**config.mk**
```make
export PLATFORM = sky130hd
export DESIGN_NAME = sbit_rx_top
export DESIGN_NICKNAME = d
export VERILOG_FILES = /design/src/sbit_pkg.sv /design/src/frame_aligner.sv /design/src/frame_delay_line.sv /design/src/sbit_rx_top.sv
export VERILOG_INCLUDE_DIRS = /design/src
export SDC_FILE = /design/constraint.sdc
export NUM_CORES = 1
export LEC_CHECK = 0
export BUFFER_PORTS_ARGS = -buffer_cell sky130_fd_sc_hd__buf_2
export CAP_MARGIN = 0
export CORE_MARGIN = 4
export CORE_UTILIZATION = 52
export CTS_CLUSTER_DIAMETER = 30
export DETAILED_ROUTE_END_ITERATION = 12
export GPL_ROUTABILITY_DRIVEN = 1
export PLACE_DENSITY = 0.78
export SETUP_SLACK_MARGIN = 0.5
export SLEW_MARGIN = 40
export SYNTH_ARGS = -nofsm -noshare
export SYNTH_HDL_FRONTEND = slang
export SYNTH_SLANG_ARGS = --single-unit
```
**constraint.sdc**
```tcl
create_clock -name fastclock -period 5 [get_ports fastclock]
set_input_delay 1 -clock fastclock [delete_from_list [all_inputs] [get_ports fastclock]]
set_output_delay 1 -clock fastclock [all_outputs]
set_load 0.005 [all_outputs]
```
**src/sbit_config.svh**
```systemverilog
// shared sizing macros for the trigger-bit receiver
// pin count, frame length, chip count, delay depth and lock timing

`ifndef SBIT_CONFIG_SVH
`define SBIT_CONFIG_SVH

// serial trigger pins per front-end chip
`define SBIT_NUM_PINS 8

// bits per pin in one frame, one bit per fastclock cycle
`define SBIT_FRAME_LEN 8

// chips handled by the top level
`define SBIT_NUM_VFAT 2

// delay line depth, also the number of selectable taps
`define SBIT_DLY_DEPTH 16

// consecutive aligned frames before lock (short value for simulation)
`define SBIT_LOCK_FRAMES 16

// frames between tap changes, lets the delay line settle
`define SBIT_CHECK_FRAMES 4

`endif

```
**src/sbit_pkg.sv**
```systemverilog
// shared types for the trigger-bit receiver
// pin word, deserialized frame word and delay tap address

`default_nettype none

`include "sbit_config.svh"

package sbit_pkg;

  // one bit per serial pin, sampled in one cycle
  typedef logic [`SBIT_NUM_PINS-1:0] pin_word_t;

  // one frame of one chip
  // pin 7 in the top byte, first received bit is the msb of each byte
  typedef logic [`SBIT_NUM_PINS*`SBIT_FRAME_LEN-1:0] sbit_word_t;

  // delay tap address, covers every stage of the delay line
  typedef logic [$clog2(`SBIT_DLY_DEPTH)-1:0] tap_t;

endpackage

`default_nettype wire

```
**src/frame_aligner.sv**
```systemverilog
// per-chip frame aligner: input registers, sof tap search, lock run,
// deserializer and output gating

`default_nettype none

`include "sbit_config.svh"

module frame_aligner
  import sbit_pkg::*;
(
  input  logic       fastclock,
  input  logic       reset,
  input  pin_word_t  data_pins,
  input  logic       sof_line,
  input  logic       mask,
  output sbit_word_t sbits,
  output logic       sbits_strobe,
  output logic       aligned,
  output logic       unstable
);

  localparam int PHASE_W = $clog2(`SBIT_FRAME_LEN);
  localparam int CHK_W   = (`SBIT_CHECK_FRAMES > 1) ? $clog2(`SBIT_CHECK_FRAMES) : 1;
  localparam int LOCK_W  = $clog2(`SBIT_LOCK_FRAMES + 1);

  // --------------------
  // input registers
  // --------------------
  pin_word_t pins_ff;
  logic      sof_ff;

  always_ff @(posedge fastclock) begin
    pins_ff <= data_pins;
    sof_ff  <= sof_line;
  end

  // --------------------
  // delay lines
  // --------------------
  tap_t      tap;
  pin_word_t pins_dly;
  logic      sof_dly;

  // data and sof see the same tap so they stay bit-aligned
  frame_delay_line #(.payload_t(pin_word_t)) u_data_dly (
    .fastclock (fastclock),
    .reset     (reset),
    .tap       (tap),
    .din       (pins_ff),
    .dout      (pins_dly)
  );

  frame_delay_line #(.payload_t(logic)) u_sof_dly (
    .fastclock (fastclock),
    .reset     (reset),
    .tap       (tap),
    .din       (sof_ff),
    .dout      (sof_dly)
  );

  // local frame boundary from a free-running phase counter
  logic [PHASE_W-1:0] phase;
  logic               frame_start;

  always_ff @(posedge fastclock) begin
    if (reset) begin
      phase <= '0;
    end else if (phase == PHASE_W'(`SBIT_FRAME_LEN - 1)) begin
      phase <= '0;
    end else begin
      phase <= phase + 1'b1;
    end
  end

  assign frame_start = (phase == '0);

  // --------------------
  // sof edge and tap search
  // --------------------
  // two low cycles before the high, so an inverted sof pair never locks
  logic sof_last;
  logic sof_last_last;
  logic sof_aligned;

  always_ff @(posedge fastclock) begin
    sof_last      <= sof_dly;
    sof_last_last <= sof_last;
  end

  assign sof_aligned = sof_dly && !sof_last && !sof_last_last;

  // check point every few frames, earlier tap changes have settled by then
  logic [CHK_W-1:0] check_cnt;
  logic             check_point;

  assign check_point = frame_start && (check_cnt == '0);

  always_ff @(posedge fastclock) begin
    if (reset) begin
      check_cnt <= '0;
      tap       <= '0;
    end else begin
      if (frame_start) begin
        if (check_cnt == CHK_W'(`SBIT_CHECK_FRAMES - 1)) begin
          check_cnt <= '0;
        end else begin
          check_cnt <= check_cnt + 1'b1;
        end
      end
      // step to the next tap, wraps past the last stage
      if (check_point && !sof_aligned) begin
        tap <= tap + 1'b1;
      end
    end
  end

  // --------------------
  // lock run and unstable flag
  // --------------------
  logic [LOCK_W-1:0] lock_cnt;
  logic              lock_ok;

  // true on the frame that completes the run, and on every aligned frame after
  assign lock_ok = sof_aligned && (lock_cnt >= LOCK_W'(`SBIT_LOCK_FRAMES - 1));

  always_ff @(posedge fastclock) begin
    if (reset) begin
      lock_cnt <= '0;
      aligned  <= 1'b0;
      unstable <= 1'b0;
    end else if (frame_start) begin
      if (!sof_aligned) begin
        lock_cnt <= '0;
      end else if (lock_cnt < LOCK_W'(`SBIT_LOCK_FRAMES)) begin
        lock_cnt <= lock_cnt + 1'b1;
      end
      aligned <= lock_ok;
      // sticky, only reset clears it
      if (aligned && !sof_aligned) begin
        unstable <= 1'b1;
      end
    end
  end

  // --------------------
  // deserializer
  // --------------------
  logic [`SBIT_FRAME_LEN-1:0] pin_shreg [`SBIT_NUM_PINS];
  sbit_word_t                 frame_word;

  // first bit of the frame ends up in the msb after a full frame
  always_ff @(posedge fastclock) begin
    for (int p = 0; p < `SBIT_NUM_PINS; p++) begin
      pin_shreg[p] <= {pin_shreg[p][`SBIT_FRAME_LEN-2:0], pins_dly[p]};
    end
  end

  // pin 0 in the low byte, pin 7 in the top byte
  always_comb begin
    for (int p = 0; p < `SBIT_NUM_PINS; p++) begin
      frame_word[p*`SBIT_FRAME_LEN +: `SBIT_FRAME_LEN] = pin_shreg[p];
    end
  end

  // at frame_start the shift registers hold the whole previous frame
  // gating follows the new aligned value, so a zero word goes with aligned low
  always_ff @(posedge fastclock) begin
    if (reset) begin
      sbits        <= '0;
      sbits_strobe <= 1'b0;
    end else begin
      sbits_strobe <= frame_start;
      if (frame_start) begin
        sbits <= (mask || !lock_ok) ? '0 : frame_word;
      end
    end
  end

endmodule

`default_nettype wire

```
**src/frame_delay_line.sv**
```systemverilog
// adjustable delay line with registered output
// payload type is a parameter so data pins and sof share the same code

`default_nettype none

`include "sbit_config.svh"

module frame_delay_line
  import sbit_pkg::*;
#(
  parameter type payload_t = logic
) (
  input  logic     fastclock,
  input  logic     reset,
  input  tap_t     tap,
  input  payload_t din,
  output payload_t dout
);

  // shreg[k] holds din from k cycles ago
  // tap 0 takes din directly, so total latency is tap + 1
  payload_t shreg [1:`SBIT_DLY_DEPTH-1];

  // --------------------
  // shift stages
  // --------------------
  always_ff @(posedge fastclock) begin
    shreg[1] <= din;
    for (int k = 2; k < `SBIT_DLY_DEPTH; k++) begin
      shreg[k] <= shreg[k-1];
    end
  end

  // --------------------
  // tap select and output register
  // --------------------
  always_ff @(posedge fastclock) begin
    if (reset) begin
      dout <= '0;
    end else if (tap == '0) begin
      dout <= din;
    end else begin
      dout <= shreg[tap];
    end
  end

endmodule

`default_nettype wire

```
**src/sbit_rx_top.sv**
```systemverilog
// receiver top level, one frame aligner per chip
// all chips share fastclock and reset

`default_nettype none

`include "sbit_config.svh"

module sbit_rx_top
  import sbit_pkg::*;
(
  input  logic                                fastclock,
  input  logic                                reset,

  // per-chip inputs, index is the chip number
  input  pin_word_t  [`SBIT_NUM_VFAT-1:0]     data_pins,
  input  logic       [`SBIT_NUM_VFAT-1:0]     sof_line,
  input  logic       [`SBIT_NUM_VFAT-1:0]     mask,

  // per-chip outputs
  output sbit_word_t [`SBIT_NUM_VFAT-1:0]     sbits,
  output logic       [`SBIT_NUM_VFAT-1:0]     sbits_strobe,
  output logic       [`SBIT_NUM_VFAT-1:0]     aligned,
  output logic       [`SBIT_NUM_VFAT-1:0]     unstable
);

  // --------------------
  // aligner array
  // --------------------
  // chips are independent, each finds its own tap
  for (genvar i = 0; i < `SBIT_NUM_VFAT; i++) begin : g_vfat
    frame_aligner u_frame_aligner (
      .fastclock    (fastclock),
      .reset        (reset),
      .data_pins    (data_pins[i]),
      .sof_line     (sof_line[i]),
      .mask         (mask[i]),
      .sbits        (sbits[i]),
      .sbits_strobe (sbits_strobe[i]),
      .aligned      (aligned[i]),
      .unstable     (unstable[i])
    );
  end

endmodule

`default_nettype wire

```
Yosys cells after proc, flatten, opt, wreduce, memory -nomap -nowiden. Memory sizes are Yosys's and may differ from the RTL's. A register that Yosys moved wholly into a read port is not among the register bits. Index checks and enable logic that the tools add are counted.

Reductions and logical operators: 34. $add $sub $neg: 8. Eq/ne operators: 6. $lt $le $gt $ge: 4. Multiplexer cells: 20.

Operators by type and width (number): $mux W64 (2); $mux W4 (8); $mux W5 (4); $mux W8 (2); $logic_and A1 B1 Y1 (12); $add A5 B1 Y5 const B (2); $ge A5 B4 Y1 const B (2); $lt A5 B5 Y1 const B (2); $add A4 B1 Y4 const B (2); $logic_not A1 Y1 (8); $logic_not A4 Y1 (2); $reduce_and A2 Y1 (4); $add A3 B1 Y3 const B (2); $eq A3 B3 Y1 const B (2); $logic_not A3 Y1 (2); $add A2 B1 Y2 const B (2); $eq A2 B2 Y1 const B (2); $logic_not A2 Y1 (2); $mux W2 (2); $ne A2 B2 Y1 const B (2); $reduce_or A2 Y1 (2); $logic_or A1 B1 Y1 (2); $mux W1 (2).

Bits in writable memories: 398. Memories kept: 6. Logic and storage cells: 106. Bits of input ports: 22. Flip-flop bits (word level): 202.

Memories: g_vfat[0].u_frame_aligner.u_data_dly.shreg (depth 15, width 8, rd ports 15, clocked after Yosys merged registers in 1, write ports 15, RTL line frame_delay_line.sv:22) `` payload_t shreg [1:`SBIT_DLY_DEPTH-1]; ``; g_vfat[1].u_frame_aligner.u_data_dly.shreg (depth 15, width 8, rd ports 15, clocked after Yosys merged registers in 1, write ports 15, RTL line frame_delay_line.sv:22); g_vfat[0].u_frame_aligner.pin_shreg (depth 8, width 8, rd ports 8, clocked after Yosys merged registers in 0, write ports 8, RTL line frame_aligner.sv:148) `` logic [`SBIT_FRAME_LEN-1:0] pin_shreg [`SBIT_NUM_PINS]; ``; g_vfat[1].u_frame_aligner.pin_shreg (depth 8, width 8, rd ports 8, clocked after Yosys merged registers in 0, write ports 8, RTL line frame_aligner.sv:148); g_vfat[0].u_frame_aligner.u_sof_dly.shreg (depth 15, width 1, rd ports 15, clocked after Yosys merged registers in 1, write ports 15, RTL line frame_delay_line.sv:22); g_vfat[1].u_frame_aligner.u_sof_dly.shreg (depth 15, width 1, rd ports 15, clocked after Yosys merged registers in 1, write ports 15, RTL line frame_delay_line.sv:22).

Depth between registers and ports, before layout. Gate-level depths: netlist of the first run.

Depth in word-level cells: 7. Mapped depth: 8.

Cells and area by module. Synthesis of the first run repeated with hierarchy kept, for this count alone.

Cells, all modules: 1232. Area, all modules: 17002.6 µm².

By module, submodules not included: frame_aligner at g_vfat[1].u_frame_aligner (instances 1, area each 4302.9 µm², cells each 307); frame_aligner at g_vfat[0].u_frame_aligner (instances 1, area each 4300.4 µm², cells each 308); frame_delay_line at g_vfat[0].u_frame_aligner.u_data_dly (instances 1, area each 3789.9 µm², cells each 292); frame_delay_line at g_vfat[1].u_frame_aligner.u_data_dly (instances 1, area each 3663.5 µm², cells each 261); frame_delay_line at g_vfat[1].u_frame_aligner.u_sof_dly (instances 1, area each 480.5 µm², cells each 32); frame_delay_line at g_vfat[0].u_frame_aligner.u_sof_dly (instances 1, area each 465.4 µm², cells each 32).

Worst setup path after synthesis of the first run. OpenSTA, ideal clock, no wires.

Path type: input to register. Start: input port reset. End: register g_vfat[0].u_frame_aligner.sbits[36]. Buffers on the path: 3. Stages on the path: 4. Setup slack: 2.777 ns. Library setup time: 0.135 ns. Arrival time: 2.088 ns. Required time: 4.865 ns. Cell sequence: clkbuf_1 > clkbuf_1 > buf_1 > nor2_2.

RTL lines: start: declaration (RTL line sbit_rx_top.sv:12) `input logic reset,`; end signal: assignment (RTL line frame_aligner.sv:174) `sbits <= (mask || !lock_ok) ? '0 : frame_word;`; end: declaration (RTL line frame_aligner.sv:16) `output sbit_word_t sbits,`.

No word-level cell between the ends.

Worst setup path in the final report of the first run.
Start: register g_vfat[1].u_frame_aligner.lock_cnt[0]. End: register g_vfat[1].u_frame_aligner.sbits[21].

Word-level cells in the longest chain between the ends: 5.

RTL lines: start: declaration (RTL line frame_aligner.sv:120) `logic [LOCK_W-1:0] lock_cnt;`; start signal: assignment (RTL line frame_aligner.sv:135) `lock_cnt <= lock_cnt + 1'b1;`; $ge A5 B4 Y1 (RTL line frame_aligner.sv:124) `` assign lock_ok = sof_aligned && (lock_cnt >= LOCK_W'(`SBIT_LOCK_FRAMES - 1)); ``; $logic_and A1 B1 Y1 (RTL line frame_aligner.sv:124); $logic_not A1 Y1 (RTL line frame_aligner.sv:174); $logic_or A1 B1 Y1 (RTL line frame_aligner.sv:174); $mux W64 (RTL line frame_aligner.sv:174); end signal: assignment (RTL line frame_aligner.sv:174); end: declaration (RTL line frame_aligner.sv:16).

Every way passes these cells. A chain may end at the register's enable or synchronous reset.

==> out/results.txt, run 1 <==
Syn Std Cell Area = 17,600 sq um
Buffers on Ports = 155
ANT cells = 0
Ys async rst share = 0%
DRC = 0
Area growth syn-to-layout = 24.0%
Final WL = 33,000 um
First-pass GRT wire length = 54,000 um
Final period util = 46.4%
Yosys warnings = 0
Routed WL per cell = 16.7 um
# resized after CTS = 0
Sw Ratio = 22.6%
R2r setup slk = 2.68 ns
Pin count of the biggest net entering global routing = 115
Clock Tree Root = clkbuf_16
Final net count = 1,497
CTS tree = done
Die area = 36,900 sq um
Min cycle time layout = 2.32 ns
Layout cells sized above 1 = 33.6%
Setup_tns = 0 ns
Crit path buf inv count = 1
Core area = 33,400 sq um
Worst path arrival time = 2.82 ns
Slew headroom = 44.7%
Post-Syn Instances = 1,277
Tightest Pin Transition = 0.828 ns
Row count = 67
Critical path required time = 5.50 ns
Crit-path leading delay family = buffers and inverters
EDFF count, synth = 0
CTS Buf Count = 92
Setup crit end kind = flip-flop
Final Util = 65.4%
Antenna violations before repair = 0
# IOs = 156
Pre-antenna DRT Iters = 5
CTS clk-pin slew, worst paths = 0.06 ns
Max incr delay on CP = 0.59 ns
RSZ-0062 raised after global routing = false
Critical-path cell list = ha_1 > and3_1 > ha_1 > nor2_1 > a2111oi_4 > buf_4 > a22oi_1 > nor2_1
Ys flop type = dfxtp_1
VDD IR max = 0.000279 V
Vias in the first global route = 10,669
Synth top area share = 69.0%
Total GRT Usage = 17.8%
Pwr dens = 589 nW/um^2
Height of the die = 192 um
Post-synthesis net count = 1,317
Deepest clock path buffer count = 3
Die X = 192 um
Most frequent cells in the layout = dfxtp_1 (605), buf_2 (154), nor2_1 (111)
Pint = 9.98 mW
DP HPWL = 18,800 um
Routing usage on met2 = 28.6%
Total Power = 12.9 mW
DP Worst Slack = 2.23 ns
Grt met1 use = 23.3%
Commonest non-fill, non-tap cell in the layout = dfxtp_1
Reg power frac = 43.5%
Avg Inst Size Synth = 13.8 sq um
GR peak layer = met2
Flops & latches, synth = 608
Synth area leaders = dfxtp_1 (69%), mux4_2 (6.5%), a22oi_2 (4.3%)
Status = finished clean
Distinct cells, synth = 40
Max-Cap Viols = 0
Final-report hold violation count = 0
Fin. max-slew vios = 0
CP startpoint kind = flip-flop
F_max = 431 MHz
Vias = 10,193
Hold-fix buffers, CTS = 0
Post-route ant nets = 0
Static Leak = 8.77 nW
Final setup viols = 0
Global route total overflow = 0
Hold Crit Class = reg2reg
Critical path class = reg2reg
Worst setup slack after layout = 2.68 ns
Slowest-stage cell, CP = buf_4
Net switching power figure = 2.91 mW
Starting Density = 52.7%
Post CTS Setup Buffer Count = 0
Layout Cells excl Fill = 1,977
Post-Route Skew = 0.0120 ns
Sequential fraction of the synthesis area = 69.0%
# H-tree levels = 3
Final Wtd Congestion = 0.746
Vias per cell = 5.16
Iter 0 DRT Violations = 546
CTS Sinks = 608
GR met3 Demand/Resource = 4.42%
Dpl cells = 1,811
Logic pwr share = 6.2%
Crit path max fanout = 64
Clk pwr share = 50.3%
Synth area leader = dfxtp_1
Later-pin clock latency in the skew report = 0.58 ns
power by group through the flow:
stage	Sequential [mW]	Combinational, mW	Clock, mW
floorplan	5.59	0.677	0
global placement	5.66	0.783	0
detailed placement	5.69	0.797	0
CTS	5.60	0.812	6.60
global route	5.65	0.883	6.84
finish	5.60	0.802	6.48
flip-flops by register name, indices dropped and copies added (netlist names), 4 cells and up, named ones only:
| signal | count |
|---|---|
| g_vfat.u_frame_aligner.check_cnt | 4 |
| g_vfat.u_frame_aligner.lock_cnt | 10 |
| g_vfat.u_frame_aligner.phase | 6 |
| g_vfat.u_frame_aligner.pin_shreg | 128 |
| g_vfat.u_frame_aligner.pins_ff | 16 |
| g_vfat.u_frame_aligner.sbits | 128 |
| g_vfat.u_frame_aligner.tap | 8 |
| g_vfat.u_frame_aligner.u_data_dly.dout | 16 |
| g_vfat.u_frame_aligner.u_data_dly.shreg | 240 |
| g_vfat.u_frame_aligner.u_sof_dly.shreg | 30 |
area by class of cell:
type	count	area [sq um]
multi-input cells	574	4960
clock inverters	49	618
clock buffers	117	2610
fillers	2326	11600
repair buffers	167	883
well taps	448	561
flip-flops and latches	608	12200
inverters	14	52.6
cell families after synthesis:
| logic type | Yosys count | synth area share (%) |
|---|---|---|
| flip-flops | 608 | 69.0 |
| AO/OA/AOI/OAI | 211 | 10.6 |
| AND/OR/NAND/NOR | 245 | 6.93 |
| multiplexers | 94 | 9.00 |
| adder cells (fa/ha/maj) | 18 | 1.28 |
| XOR/XNOR | 6 | 0.298 |
| buffers and inverters | 95 | 2.88 |
metal layers:
metal	vias to the layer above	share of wire, %
li1	4896	-
met1	4990	45
met2	234	48
met3	73	4.8
met4	0	2.4
met5	-	0
synth_stat cells (2+ instances only):
| cell type | count |
|---|---|
| nand4_1 | 6 |
| and2_1 | 2 |
| nand2b_1 | 3 |
| nor2_1 | 111 |
| a22oi_2 | 60 |
| inv_1 | 14 |
| buf_6 | 12 |
| mux4_2 | 51 |
| buf_1 | 8 |
| nand4b_1 | 2 |
| a22oi_1 | 79 |
| and3_1 | 4 |
| o211ai_1 | 17 |
| mux2i_1 | 37 |
| o21ai_0 | 6 |
| nand3b_1 | 2 |
| nand2_1 | 25 |
| a2111oi_4 | 2 |
| ha_1 | 18 |
| a21oi_1 | 24 |
| nor3b_1 | 7 |
| o221ai_1 | 12 |
| xnor2_1 | 2 |
| or4_1 | 2 |
| clkbuf_1 | 36 |
| xor2_1 | 4 |
| nand3_1 | 2 |
| nor2b_1 | 6 |
| nor2_2 | 60 |
| a211oi_1 | 11 |
| buf_4 | 12 |
| dfxtp_1 | 608 |
| mux2_2 | 6 |
| buf_2 | 13 |
| nor3_1 | 8 |
worst reg2reg max path: cells and delay by family (launching register included):
| kind | cells | cell delay, ns |
|---|---|---|
| AND/OR/NAND/NOR | 3 | 0.39 |
| adder cells (fa/ha/maj) | 2 | 0.35 |
| AO/OA/AOI/OAI | 2 | 0.53 |
| flip-flops | 1 | 0.40 |
| buffers and inverters | 1 | 0.59 |
through the flow:
step                hold WS, ns  instance area, sq um
floorplan                 0.310                 17600
global placement          0.328                 18600
detailed placement        0.323                 18600
CTS                       0.331                 21900
global route              0.335                 21900
finish                    0.330                 21900
path summary, 6_finish.rpt:
kind,end,startpoint,cells after the start
worst max-delay path,g_vfat[1].u_frame_aligner.sbits[21]$_SDFFE_PP0P_,g_vfat[1].u_frame_aligner.lock_cnt[0]$_SDFFE_PP0P_,8
worst min-delay path,g_vfat[0].u_frame_aligner.pin_shreg[0][16]$_DFF_P_,g_vfat[0].u_frame_aligner.u_data_dly.dout[2]$_SDFF_PP0_,0
worst max register to register,g_vfat[1].u_frame_aligner.sbits[21]$_SDFFE_PP0P_,g_vfat[1].u_frame_aligner.lock_cnt[0]$_SDFFE_PP0P_,8
worst min register to register,g_vfat[0].u_frame_aligner.pin_shreg[0][16]$_DFF_P_,g_vfat[0].u_frame_aligner.u_data_dly.dout[2]$_SDFF_PP0_,0
(Power assumes the default switching activity.)
==> inputs of run 2 (changes only) <==
--- a/config.mk
+++ b/config.mk
@@ -13,7 +13,7 @@
 export CTS_CLUSTER_DIAMETER = 30
 export DETAILED_ROUTE_END_ITERATION = 12
 export GPL_ROUTABILITY_DRIVEN = 1
-export PLACE_DENSITY = 0.78
+export PLACE_DENSITY = 0.81
 export SETUP_SLACK_MARGIN = 0.5
 export SLEW_MARGIN = 40
 export SYNTH_ARGS = -nofsm -noshare
==> constraint.sdc (replaced) <==
create_clock -name fastclock -period 1.9 [get_ports fastclock]
set_input_delay 0.38 -clock fastclock [delete_from_list [all_inputs] [get_ports fastclock]]
set_output_delay 0.38 -clock fastclock [all_outputs]
set_load 0.005 [all_outputs]
==> out/results.txt, run 2 (same netlist as run 1, synthesis figures left out) <==
Status = complete, but fails checks
Failing checks = setup timing
Final-report hold violation count = 0 (unchanged)
Setup crit end kind = flip-flop
Pin count of the biggest net entering global routing = 83 (-28%)
DP HPWL = 20,100 um (+6.9%)
Final net count = 1,719 (+15%)
Most frequent cells in the layout = dfxtp_1 (461), buf_4 (141), dfxtp_2 (139)
Critical path class = reg2reg
F_max = 469 MHz (+8.8%)
# IOs = 156 (unchanged)
Routed WL per cell = 23.8 um (+43%)
Hold Crit Endpoint = g_vfat[0].u_frame_aligner.tap[0]$_SDFFE_PP0P_
Die area = 36,900 sq um (unchanged)
Clock Tree Root = clkbuf_16
Layout cells sized above 1 = 56.5% (+23 points)
Vias = 12,148 (+19%)
Crit path max fanout = 6 (-91%)
R2R Path Start = g_vfat[0].u_frame_aligner.lock_cnt[1]$_SDFFE_PP0P_
Crit-path leading delay family = compound AO/OA/AOI/OAI gates
Tightest Pin Transition = 0.673 ns (-0.155 ns)
Crit path buf inv count = 3 (+2)
Reg2Reg Depth = 10 (+2)
Deepest clock path buffer count = 3 (unchanged)
DRC = 0 (unchanged)
Height of the die = 192 um (unchanged)
Vias per cell = 5.52 (+7.1%)
Iter 0 DRT Violations = 675 (+24%)
# H-tree levels = 3 (unchanged)
Hold Crit Class = in2reg
Pwr dens = 1410 nW/um^2 (+140%)
Buffers on Ports = 155 (unchanged)
Later-pin clock latency in the skew report = 0.59 ns (about the same)
Max FFs per register = 240 (unchanged)
VDD IR max = 0.000726 V (+160%)
CTS Sinks = 608 (unchanged)
Hold Path Depth = 2 (+2)
Total GRT Usage = 21.2% (+3.4 points)
First-pass GRT wire length = 62,700 um (+16%)
DP Worst Slack = -0.0155 ns (-2.25 ns)
Final WL = 52,300 um (+59%)
Global route total overflow = 0 (unchanged)
Final Wtd Congestion = 0.696 (-6.7%)
Largest registers = g_vfat.u_frame_aligner.u_data_dly.shreg x240, g_vfat.u_frame_aligner.pin_shreg x128, g_vfat.u_frame_aligner.sbits x128
Fillers = 1,625 (-30%)
R2r setup slk = -0.23 ns (-2.91 ns)
Antenna violations before repair = 0 (unchanged)
Die X = 192 um (unchanged)
Fin. max-slew vios = 0 (unchanged)
Min-delay src = reset
Slowest-stage cell, CP = a2111oi_4
Post-route ant nets = 0 (unchanged)
CTS Buf Count = 92 (unchanged)
Worst path arrival time = 2.62 ns (-0.20 ns)
Commonest non-fill, non-tap cell in the layout = dfxtp_1
CTS tree = done
Worst setup slack after layout = -0.234 ns (-2.91 ns)
Slew headroom = 55.1% (+10 points)
Pre-antenna DRT Iters = 5 (unchanged)
Worst reg2reg endpoint = g_vfat[0].u_frame_aligner.sbits[0]$_SDFFE_PP0P_
Critical-path cell list = ha_4 > and3_4 > ha_4 > nor2_4 > a2111oi_4 > buf_6 > buf_12 > buf_12 > a22oi_1 > nor2_1
Largest Register = g_vfat.u_frame_aligner.u_data_dly.shreg
RSZ-0062 raised after global routing = true
CTS clk-pin slew, worst paths = 0.05 ns (about the same)
Vias in the first global route = 11,851 (+11%)
Final setup viols = 86 (+86)
Post-Route Skew = 0.0132 ns (+0.00121 ns)
Row count = 67 (unchanged)
Area growth syn-to-layout = 47.0%
Max-Cap Viols = 0 (unchanged)
ANT cells = 0 (unchanged)
Min cycle time layout = 2.13 ns (-0.188 ns)
Starting Density = 52.7% (unchanged)
Static Leak = 10.4 nW (+18%)
CP startpoint kind = flip-flop
Core area = 33,400 sq um (unchanged)
Max incr delay on CP = 0.43 ns (-0.16 ns)
Critical path required time = 2.38 ns (-3.12 ns)
WHS = 0.135 ns (-0.195 ns)
Final period util = 112% (+66 points)
[run 2: cell types whose count changed in the layout (fill, tap and decap cells not counted), sizes merged]
cell / delta
buf: +191
dlygate4sd3: +18
inv: +6
bufinv: +5
clkinvlp: +5
clkinv: -4
bufbuf: +1
clkbuf: -1
nor2b: +1
[run 2: worst max path at each step]
| stage | startpoint | endpoint | slack, ns | depth (start not counted) |
|---|---|---|---|---|
| final | g_vfat[0].u_frame_aligner.lock_cnt[1]$_SDFFE_PP0P_ | g_vfat[0].u_frame_aligner.sbits[0]$_SDFFE_PP0P_ | -0.23 | 10 |
| after global routing | g_vfat[0].u_frame_aligner.lock_cnt[1]$_SDFFE_PP0P_ | g_vfat[0].u_frame_aligner.sbits[0]$_SDFFE_PP0P_ | -0.21 | 10 |
| after CTS | g_vfat[0].u_frame_aligner.lock_cnt[1]$_SDFFE_PP0P_ | g_vfat[0].u_frame_aligner.sbits[16]$_SDFFE_PP0P_ | 0.01 | 10 |
| after detailed placement | g_vfat[0].u_frame_aligner.lock_cnt[0]$_SDFFE_PP0P_ | g_vfat[0].u_frame_aligner.sbits[1]$_SDFFE_PP0P_ | -0.02 | 9 |
| after global placement | g_vfat[0].u_frame_aligner.lock_cnt[1]$_SDFFE_PP0P_ | g_vfat[0].u_frame_aligner.sbits[2]$_SDFFE_PP0P_ | 0.06 | 9 |
| after floorplan | g_vfat[0].u_frame_aligner.lock_cnt[1]$_SDFFE_PP0P_ | g_vfat[0].u_frame_aligner.sbits[6]$_SDFFE_PP0P_ | -0.01 | 8 |
[run 2: where the power goes]
part           total (mW)  switching [mW]  internal [mW]
Clock                18.0            6.47           11.5
Combinational        3.63            1.77           1.86
Sequential           15.0           0.957           14.0
Total                36.6            9.19           27.5
[run 2: metal layers]
metal  vias to the layer above  wire (um)  GRT usage [%]
li1                       5356          -              -
met5                         -          0              0
met1                      6075      19800           26.2
met4                         0       2510           7.49
met3                       179       2780           4.89
met2                       538      27200           36.7
[run 2: metrics by stage]
stage / setup TNS [ns] / cells / instance area, sq um / total power [mW] / utilization, %
4_1_cts: 0 / 2073 / 23700 / 35.2 / 70.7
2_1_floorplan: -0.637 / 1277 / 17800 / 16.6 / -
6_report: -6.92 / 2199 / 25900 / 36.6 / 77.5
3_5_place_dp: -0.0371 / 1834 / 19000 / 17.3 / 56.9
3_3_place_gp: 0 / 1834 / 19000 / 17.1 / 56.9
5_1_grt: -7.70 / 2199 / 25900 / 37.6 / 77.5
[run 2: final cells by class]
type	instances	area, sq um	area share [%]
Sequential cell	608	12400	47.8
Inverter	14	52.6	0.203
Multi-Input combinational cell	575	5670	21.9
Tap cell	448	561	2.16
Clock buffer	105	2430	9.39
Clock inverter	61	875	3.38
Timing Repair Buffer	388	3950	15.2
[run 2: what timing repair did]
action	4_1_cts	5_1_grt
pin swaps	24	62
gates resized for setup	134	295
hold buffers	18	0
setup buffers	44	113
gates cloned	11	13
endpoints found under the setup margin	310	309
hold endpoints to repair	18	0
